$ cat src/logic/rv32i_types.sv
`default_nettype none

package rv32i_types;

    // instruction address or data word.
    typedef logic [31:0] rv32i_word;

    // pc loaded when the core leaves reset.
    localparam rv32i_word reset_vector = 32'h0000_0000;

    // sequential fetch step, one instruction.
    localparam rv32i_word inst_bytes = 32'd4;

endpackage

`default_nettype wire

$ cat src/logic/bp_types.sv
`default_nettype none

package bp_types;

    import rv32i_types::*;

    // direction table size.
    localparam int dir_entries    = 32;
    localparam int dir_index_bits = 5;

    // target buffer size; index is pc[5:2], tag is pc[31:6].
    localparam int btb_entries    = 16;
    localparam int btb_index_bits = 4;

    // two-bit saturating direction state.
    typedef enum logic [1:0]
    {
        strong_taken     = 2'b00,
        weak_taken       = 2'b01,
        weak_not_taken   = 2'b10,
        strong_not_taken = 2'b11
    } pred_state_t;

    // lookup request from the fetch stage.
    typedef struct packed
    {
        logic      valid; // a fetch happens this cycle.
        rv32i_word pc;
    } fetch_query_t;

    // outcome of one branch from execute.
    typedef struct packed
    {
        logic      valid;
        rv32i_word pc;
        logic      taken;
        rv32i_word target;
        logic      correct; // earlier prediction matched the outcome.
    } resolve_t;

endpackage

`default_nettype wire

$ cat src/logic/branch_predict_unit.sv
`timescale 1ns/1ps
`default_nettype none

module branch_predict_unit
    import rv32i_types::*, bp_types::*;
(
    input  logic      clk,
    input  logic      rst,
    input  logic      stall,
    input  resolve_t  resolve,
    output rv32i_word fetch_pc,
    output logic      pred_taken
);

    fetch_query_t query;
    logic         dir_taken;
    logic         btb_hit;
    rv32i_word    btb_target;

    fetch_pc_unit fetch_pc_unit
    (
        .clk        (clk),
        .rst        (rst),
        .stall      (stall),
        .resolve    (resolve),
        .dir_taken  (dir_taken),
        .btb_hit    (btb_hit),
        .btb_target (btb_target),
        .query      (query),
        .pred_taken (pred_taken)
    );

    direction_predictor direction_predictor
    (
        .clk       (clk),
        .rst       (rst),
        .query     (query),
        .resolve   (resolve),
        .dir_taken (dir_taken)
    );

    target_buffer target_buffer
    (
        .clk        (clk),
        .rst        (rst),
        .query      (query),
        .resolve    (resolve),
        .btb_hit    (btb_hit),
        .btb_target (btb_target)
    );

    assign fetch_pc = query.pc;

endmodule

`default_nettype wire

$ cat src/logic/direction_predictor.sv
`timescale 1ns/1ps
`default_nettype none

module direction_predictor
    import bp_types::*;
(
    input  logic         clk,
    input  logic         rst,
    input  fetch_query_t query,
    input  resolve_t     resolve,
    output logic         dir_taken
);

    logic [dir_entries-1:0]    used;
    logic [31:2]               tags [dir_entries];
    pred_state_t               states [dir_entries];
    logic [dir_index_bits-1:0] ptr; // next slot to allocate.

    logic [dir_entries-1:0]    fetch_match;
    logic [dir_entries-1:0]    res_match;
    logic [dir_index_bits-1:0] fetch_idx;
    logic [dir_index_bits-1:0] res_idx;
    logic                      fetch_hit;
    logic                      res_hit;
    logic                      alloc_req;
    logic                      do_alloc;
    logic                      do_correct;

    function automatic logic [dir_entries-1:0] match_vec(input logic [31:2] key);
        logic [dir_entries-1:0] vec;
        vec = '0;
        for (int i = 0; i < dir_entries; i++)
        begin
            vec[i] = used[i] && (tags[i] == key);
        end
        return vec;
    endfunction

    function automatic logic [dir_index_bits-1:0] encode(input logic [dir_entries-1:0] vec);
        logic [dir_index_bits-1:0] idx;
        idx = '0;
        for (int i = 0; i < dir_entries; i++)
        begin
            if (vec[i])
            begin
                idx = dir_index_bits'(i);
            end
        end
        return idx;
    endfunction

    // correct strengthens, a miss moves one step toward the other side.
    function automatic pred_state_t next_state(input pred_state_t cur, input logic correct);
        unique case (cur)
            strong_taken:   return correct ? strong_taken : weak_taken;
            weak_taken:     return correct ? strong_taken : weak_not_taken;
            weak_not_taken: return correct ? strong_not_taken : weak_taken;
            default:        return correct ? strong_not_taken : weak_not_taken;
        endcase
    endfunction

    always_comb
    begin
        fetch_match = match_vec(query.pc[31:2]);
        res_match   = match_vec(resolve.pc[31:2]);
        fetch_idx   = encode(fetch_match);
        res_idx     = encode(res_match);
        fetch_hit   = |fetch_match;
        res_hit     = |res_match;
    end

    // allocation into the slot being corrected wins, else correction wins.
    assign alloc_req  = query.valid && !fetch_hit;
    assign do_correct = resolve.valid && res_hit && !(alloc_req && (res_idx == ptr));
    assign do_alloc   = alloc_req && !do_correct;

    always_ff @(posedge clk)
    begin
        if (rst)
        begin
            used <= '0;
            ptr  <= '0;
            for (int i = 0; i < dir_entries; i++)
            begin
                states[i] <= weak_not_taken;
            end
        end
        else if (do_correct)
        begin
            states[res_idx] <= next_state(states[res_idx], resolve.correct);
        end
        else if (do_alloc)
        begin
            used[ptr]   <= 1'b1;
            states[ptr] <= weak_not_taken;
            ptr         <= ptr + 1'b1;
        end
    end

    always_ff @(posedge clk)
    begin
        if (do_alloc)
        begin
            tags[ptr] <= query.pc[31:2];
        end
    end

    assign dir_taken = fetch_hit &&
                       ((states[fetch_idx] == strong_taken) || (states[fetch_idx] == weak_taken));

    // no pc is ever held in two slots.
    a_fetch_unique: assert property (@(posedge clk) disable iff (rst) $onehot0(fetch_match));
    a_res_unique: assert property (@(posedge clk) disable iff (rst) $onehot0(res_match));

    // the pointer only moves after a valid fetch that missed.
    a_ptr_alloc_only: assert property (@(posedge clk) disable iff (rst)
        !(query.valid && !fetch_hit) |=> $stable(ptr));

endmodule

`default_nettype wire

$ cat src/logic/fetch_pc_unit.sv
`timescale 1ns/1ps
`default_nettype none

module fetch_pc_unit
    import rv32i_types::*, bp_types::*;
(
    input  logic         clk,
    input  logic         rst,
    input  logic         stall,
    input  resolve_t     resolve,
    input  logic         dir_taken,
    input  logic         btb_hit,
    input  rv32i_word    btb_target,
    output fetch_query_t query,
    output logic         pred_taken
);

    rv32i_word pc_q;
    rv32i_word pc_next;
    logic      redirect;

    assign redirect = resolve.valid && !resolve.correct;

    // a prediction needs both a taken direction and a known target.
    assign pred_taken = query.valid && dir_taken && btb_hit;

    always_comb
    begin
        if (redirect) // overrides stall.
        begin
            pc_next = resolve.taken ? resolve.target : resolve.pc + inst_bytes;
        end
        else if (stall)
        begin
            pc_next = pc_q;
        end
        else if (pred_taken)
        begin
            pc_next = btb_target;
        end
        else
        begin
            pc_next = pc_q + inst_bytes;
        end
    end

    always_ff @(posedge clk)
    begin
        if (rst)
        begin
            pc_q <= reset_vector;
        end
        else
        begin
            pc_q <= pc_next;
        end
    end

    always_comb
    begin
        query.valid = !stall;
        query.pc    = pc_q;
    end

    // targets come from execute and the btb, both must keep alignment.
    a_pc_aligned: assert property (@(posedge clk) disable iff (rst) pc_q[1:0] == 2'b00);

endmodule

`default_nettype wire

$ cat src/logic/target_buffer.sv
`timescale 1ns/1ps
`default_nettype none

module target_buffer
    import rv32i_types::*, bp_types::*;
(
    input  logic         clk,
    input  logic         rst,
    input  fetch_query_t query,
    input  resolve_t     resolve,
    output logic         btb_hit,
    output rv32i_word    btb_target
);

    logic [btb_entries-1:0]          line_valid;
    logic [31:btb_index_bits+2]      line_tag [btb_entries];
    rv32i_word                       line_target [btb_entries];

    logic [btb_index_bits-1:0]       fetch_idx;
    logic [btb_index_bits-1:0]       res_idx;
    logic                            write_en;

    assign fetch_idx = query.pc[btb_index_bits+1:2];
    assign res_idx   = resolve.pc[btb_index_bits+1:2];
    assign write_en  = resolve.valid && resolve.taken; // only taken branches need a target.

    always_ff @(posedge clk)
    begin
        if (rst)
        begin
            line_valid <= '0;
        end
        else if (write_en)
        begin
            line_valid[res_idx] <= 1'b1;
        end
    end

    always_ff @(posedge clk)
    begin
        if (write_en)
        begin
            line_tag[res_idx]    <= resolve.pc[31:btb_index_bits+2];
            line_target[res_idx] <= resolve.target;
        end
    end

    // direct mapped, so one compare at the indexed line.
    always_comb
    begin
        btb_hit    = line_valid[fetch_idx] &&
                     (line_tag[fetch_idx] == query.pc[31:btb_index_bits+2]);
        btb_target = line_target[fetch_idx];
    end

    // a buffer just out of reset holds nothing.
    a_no_hit_after_reset: assert property (@(posedge clk) rst |=> !btb_hit);

endmodule

`default_nettype wire

$ cat config.mk
export PLATFORM = sky130hd
export DESIGN_NAME = branch_predict_unit
export DESIGN_NICKNAME = d
export VERILOG_FILES = /design/src/logic/rv32i_types.sv /design/src/logic/bp_types.sv /design/src/logic/branch_predict_unit.sv /design/src/logic/direction_predictor.sv /design/src/logic/fetch_pc_unit.sv /design/src/logic/target_buffer.sv
export SDC_FILE = /design/constraint.sdc
export NUM_CORES = 2
export LEC_CHECK = 0
export BUFFER_PORTS_ARGS = -buffer_cell sky130_fd_sc_hd__buf_4
export CORE_ASPECT_RATIO = 2
export CORE_MARGIN = 3
export CORE_UTILIZATION = 30
export DETAILED_ROUTE_END_ITERATION = 12
export PLACE_DENSITY = 0.42
export SLEW_MARGIN = 20
export SYNTH_ARGS = -nofsm -noshare
export SYNTH_HDL_FRONTEND = slang
export SYNTH_SLANG_ARGS = --single-unit
export TNS_END_PERCENT = 10
$ cat constraint.sdc
create_clock -name clk -period 5.7 [get_ports clk]
set_input_delay 0.285 -clock clk [delete_from_list [all_inputs] [get_ports clk]]
set_output_delay 0.285 -clock clk [all_outputs]
set_load 0.01 [all_outputs]
# Word-level counts from Yosys, hierarchy flattened
# Memory sizes are Yosys's and may differ from the RTL's. A register that Yosys moved wholly into a read port is not among the register bits.
# Index checks and enable logic that the tools add are counted.
# totals
reg_bits	85
ramBits	1952
in_bits	70
output_inout_bits	33
wordCells	280
mem_count	4
# memory_table
memory	words	width	read_ports	rd_ports_with_merged_regs	write_ports	line_no	text
direction_predictor.tags	32	30	32	0	1	direction_predictor.sv:15	logic [31:2] tags [dir_entries];
target_buffer.line_target	16	32	1	1	1	target_buffer.sv:17	rv32i_word line_target [btb_entries];
target_buffer.line_tag	16	26	1	1	1	target_buffer.sv:16	logic [31:btb_index_bits+2] line_tag [btb_entries];
direction_predictor.states	32	2	2	0	32	direction_predictor.sv:16	pred_state_t states [dir_entries];
# classes
n_addsub	3
order_cmp	5
n_eq_ne	70
n_mux	101
bitwise	3
n_reduce_logical	90
# op_table
operator	count
== test 30 bit	64
two-way mux 5 bit	34
two-way mux 32 bit	4
two-way mux 4 bit	20
logical AND 1 bit	77
adder 32 x 3 -> 32 bit, second input constant	2
OR reduction 32 bit	2
bitwise OR 32 bit	1
== test 26 bit	1
two-way mux 3 bit	8
two-way mux 1 bit	21
two-way mux 2 bit	10
bitwise OR 16 bit	1
< comparator 4 x 5 -> 1 bit, second input constant	2
< comparator 5 x 6 -> 1 bit, second input constant	1
one-hot mux 2 bit (3 select lines)	1
adder 5 x 1 -> 5 bit, second input constant	1
demux 1 bit (select 5 bit)	1
== test 5 bit	1
>= comparator 5 x 1 -> 1 bit, second input constant	1
logical NOT 1 bit	5
binary-select mux 1 bit (select 4 bit)	1
demux 1 bit (select 4 bit)	1
== test 2 x 1 -> 1 bit, second input constant	2
8 further kinds	10

# Depth between registers and ports, before layout
# An unclocked memory read counts as a cell.
# logic_depth
depth_word	46
depth_mapped	22
depth_no_buf	16

# Modules after synthesis
# From an unflattened synthesis, not the netlist that was laid out.
# hier_totals
cells_unflattened	7280
area_unflattened_um2	102350.7
# modules_own_cells
module	n_inst	cells_each	area_per_inst_um2	seq_area_each_um2
direction_predictor	1	5343	63017.9	31490.2
target_buffer	1	1509	36193.5	28187.0
fetch_pc_unit	1	428	3139.3	640.6

# Worst setup path before layout
# No wires, ideal clock.
# synth_timing
path_kind	input port to flip-flop
from	in resolve[37] (netlist bit)
to	mem target_buffer.line_tag[0][0] (netlist bit) (enable)
setup_ns	0.547
arrival_time_ns	5.166
required_time_ns	5.153
slack_ns	-0.013
cell_stages	7
n_path_buf	3
cell_sequence	buf_4 buf_4 buf_2 inv_1 ha_1 nand3_1 nor3_1
# synth_lines
element	line_no	text
from (decl)	branch_predict_unit.sv:10	input resolve_t resolve,
to (decl)	target_buffer.sv:16	
# Straight into the memory's write port.

# Worst setup path in the final report
# layout_timing
from	reg fetch_pc_unit.pc_q[30]
to	out pred_taken
# layout_via
elab_chain_cells	39
elab_cells_between_ends	105
classes_between	eq/ne (34); mux (31); reduce/logical (39); memory (1)
# layout_rtl
element	line_no	text
from (decl)	fetch_pc_unit.sv:18	rv32i_word pc_q;
from (signal assigned)	fetch_pc_unit.sv:51	pc_q <= reset_vector;
from (signal assigned)	fetch_pc_unit.sv:55	pc_q <= pc_next;
== test 30 bit	direction_predictor.sv:34	vec[i] = used[i] && (tags[i] == key);
logical AND 1 bit	direction_predictor.sv:34	
two-way mux 1 bit	direction_predictor.sv:44	if (vec[i])
two-way mux 2 bit (2 in a row)	direction_predictor.sv:44	
two-way mux 3 bit (4 in a row)	direction_predictor.sv:44	
two-way mux 4 bit (8 in a row)	direction_predictor.sv:44	
two-way mux 5 bit (16 in a row)	direction_predictor.sv:44	
memory (32 x 2 bit)	--	
== test 2 x 1 -> 1 bit or logical NOT 2 bit (tied branches)	direction_predictor.sv:109	((states[fetch_idx] == strong_taken) || (states[fetch_idx] == weak_taken));
logical OR 1 bit	direction_predictor.sv:109	
logical AND 1 bit	direction_predictor.sv:108	assign dir_taken = fetch_hit &&
logical AND 1 bit	fetch_pc_unit.sv:25	assign pred_taken = query.valid && dir_taken && btb_hit;
logical AND 1 bit (*)	fetch_pc_unit.sv:25	
to (decl)	branch_predict_unit.sv:12	output logic pred_taken
# Mark *: on every way between the ends. The rest lies on a longest branch, timed or not.

==> impl_metrics.json <==
{
  "fillCellCount": 32122,
  "violations": "negative setup slack",
  "drv_cap": 0,
  "drt_iter0_drc": 5783,
  "grt_overflow": 0,
  "clock_latency_ns": 0.91,
  "post-route-util": 0.372,
  "grt_start_max_net_pins": 74,
  "rrSetupSlack_ns": -0.01,
  "slew_viol_final": 0,
  "clkSinkCount": 2041,
  "cp-start-kind": "flop",
  "drcViolationCount": 0,
  "ir_drop_mv": 0.267,
  "end_kind": "output port",
  "coreArea_sq_mm": 0.336,
  "die_area_sq_mm": 0.345,
  "drive_gt1_frac": 0.242,
  "hold_path_end": "target_buffer.line_tag[7][23]",
  "relSlewSlack": 0.348,
  "wl_met1_mm": 171,
  "ant_nets": 0,
  "clkTransAtPathRegs_ns": 0.07,
  "yosys_register_bits": 2041,
  "vias": 70758,
  "cts.path.max_buffers": 4,
  "hold_ws_ns": 0.0637,
  "grt_first_pass_wirelength_mm": 655,
  "crit_path_max_fanout": 11,
  "rsz0062_at_grt": "yes",
  "path_buf_inv": 7,
  "seqCellArea_sq_mm": 0.0605,
  "worstReg2RegEnd": "fetch_pc_unit.pc_q[12]",
  "cp_slowest_stage_delay_ns": 0.52,
  "netlist_top_cells_area": "edfxtp_1 (58%), xnor2_1 (15%), mux4_2 (6.6%), nand4_1 (4.9%), xor2_1 (2.4%)",
  "met2_length_mm": 252,
  "crit_family": "compound AO/OA/AOI/OAI gates",
  "dp_hpwl_mm": 348,
  "cpMaxStageDelayCell": "dfxtp_4",
  "hold_violations": 0,
  "min_period_over_period": 1.03,
  "power_density_mw_per_mm2": 290,
  "top_layer": "met5",
  "rr_startpoint": "fetch_pc_unit.pc_q[30]",
  "wire_per_inst_um": 38.8,
  "fin_skew_ns": 0.0560,
  "reg2reg_depth": 22,
  "tritoncts": "done",
  "io_buffers": 102,
  "holdCritStartpoint": "resolve[63]",
  "cts_buffers": 210,
  "outcome": "finished, violations left",
  "io_pins": 103,
  "yosysMostFrequentCell": "edfxtp_1",
  "ys_types": 84,
  "syn_area_sq_mm": 0.101,
  "async_flop_share": 0,
  "p_leak_uw": 0.0386,
  "synth_top_cell_by_area": "edfxtp_1",
  "drt-pass1-iter-count": 8,
  "h-tree-depth": 4,
  "holdPathStages": 2,
  "grt_pass1_vias": 73147,
  "fmax_mhz": 170,
  "yosysSeqAreaShare": 0.597,
  "setup_viol_count_final": 2,
  "synth_ff_type": "edfxtp_1",
  "gp_congestion": 0.993,
  "root_buffer": "clkbuf_16",
  "tightest_slew_ns": 0.976,
  "netlist_instances": 7218,
  "die_y_um": 828,
  "synth_common_cells": "edfxtp_1 (1,952), xnor2_1 (1,709), nand4_1 (801), mux4_2 (295), nor4_1 (277)",
  "crit_required_ns": 5.41,
  "nets": 8223,
  "antenna_found_initial": 19,
  "dr_wl_met3_mm": 20.9,
  "multi_input_area_sq_mm": 0.0405,
  "synth_nets": 7297,
  "yosysWarnings": 0,
  "synth.avg_cell_area_sq_um": 14.0,
  "finalCriticalPeriod_ns": 5.87,
  "start_util": 0.301,
  "critPathMostFrequentCell": "buf_4",
  "wirelength_mm": 493,
  "path_cells": "buf_4 > buf_12 > buf_6 > xor2_1 > nor3b_1 > nand4_1 > buf_4 > nand4_1 > a2111oi_4 > buf_4 > o311a_4 > mux2i_2 > a22oi_2 > nand2_1 > a311o_2 > o31ai_4 > inv_2 > buf_12",
  "path_class": "reg2out",
  "grt_usage": 0.280,
  "avgViaCountPerCell": 5.56,
  "area_delta_synth_final_pct": 23.4,
  "chipWidth_um": 417,
  "rows": 301,
  "synth_edf_count": 1952,
  "hp-class": "in2reg",
  "setup_slack_ns": -0.167,
  "synth_top_area_frac": 0.579,
  "arrival_ns": 5.58
}
cell type report:
class,count,area share
antenna,8,0.000160
tap,4393,0.0440
inverter,39,0.00117
sequential,2041,0.484
multi-input combinational,4758,0.324
clock inverter,135,0.0124
timing repair buffer,1094,0.0897
clock buffer,249,0.0440
power breakdown:
part	total (uW)	switching (uW)	leakage, uW	internal (uW)
logic	4790	3020	0.0166	1770
clock network	14700	6480	0.00341	8240
registers	16800	166	0.0185	16600
cell families (layout without fill, tap and decap cells):
kind of cell	count (synthesis)	in the layout	synth area share
flops	2041	2041	0.597
other cells	0	8	0
fa+ha+maj	9	9	0.00111
simple gates	2118	2118	0.120
xor+xnor	1985	1985	0.172
compound gates	298	299	0.0198
mux	347	347	0.0709
buf+inv	420	1517	0.0201
through the flow:
stage / setup TNS [ns] / setup WS [ns] / std cells / area [sq um] / power, uW
6_report: -0.179 / -0.167 / 12717 / 125000 / 36300
5_1_grt: -0.330 / -0.160 / 12711 / 125000 / 37300
4_1_cts: -0.291 / -0.291 / 12686 / 124000 / 36600
3_5_place_dp: -67.31 / -0.693 / 12164 / 114000 / 21600
3_3_place_gp: -205.12 / -1.19 / 12164 / 114000 / 21600
2_1_floorplan: -0.648 / -0.0112 / 7218 / 101000 / 19200
worst reg2reg max path: stages, from the launching register on:
cell	delay, ns
dfxtp_4	0.52
buf_4	0.20
buf_12	0.16
buf_6	0.22
xor2_1	0.15
nor3b_1	0.25
nand4_1	0.42
buf_4	0.31
nand4_1	0.18
a2111oi_4	0.11
buf_4	0.19
o311a_4	0.39
mux2i_2	0.19
a22oi_2	0.18
nand2_1	0.10
a311o_2	0.51
buf_4	0.21
o31ai_4	0.19
buf_4	0.19
buf_12	0.18
buf_4	0.14
o21ai_0	0.15
o22ai_4	0.42
worst max-delay path by stage:
stage,end,slack [ns],depth (start not counted),start
finish,pred_taken,-0.17,18,fetch_pc_unit.pc_q[30]
global route,pred_taken,-0.16,20,fetch_pc_unit.pc_q[18]
CTS,pred_taken,-0.29,19,fetch_pc_unit.pc_q[26]
detailed placement,fetch_pc_unit.pc_q[12],-0.69,21,fetch_pc_unit.pc_q[27]
global placement,fetch_pc_unit.pc_q[12],-1.19,21,fetch_pc_unit.pc_q[27]
floorplan,target_buffer.line_tag[1][0],-0.01,7,resolve[37]
layout by cell type (no fill, tap or decap), types with 69 or more instances in the layout:
master / instances
xnor2_1: 1632
xor2_1: 274
nand2_1: 252
edfxtp_1: 1952
nor2_1: 186
nand4_1: 801
nor4_1: 244
a21oi_1: 69
buf_4: 798
nand3_1: 166
buf_12: 192
mux4_2: 295
clkbuf_16: 212
metal layers:
| layer | vias to the layer above | GRT usage |
|---|---|---|
| li1 | 29586 | - |
| met1 | 37074 | 0.294 |
| met2 | 2889 | 0.505 |
| met3 | 1203 | 0.0330 |
| met4 | 6 | 0.223 |
| met5 | - | 0 |
flip-flops by register name (all words and copies together) (netlist names), named ones only:
register / cells
direction_predictor.ptr: 5
direction_predictor.states: 64
direction_predictor.tags: 960
direction_predictor.used: 32
fetch_pc_unit.pc_q: 32
target_buffer.line_tag: 416
target_buffer.line_target: 512
target_buffer.line_valid: 16
timing repair:
item                                    4_1_cts  5_1_grt
resized for setup                           178      121
buffers inserted                             86       23
hold buffers                                 50        0
endpoints found under the hold margin       670        0
endpoints found under the setup margin      120      375
gates cloned                                  5        1
pin swaps                                    35       46
Note: power is estimated with default switching activity, not from simulation.
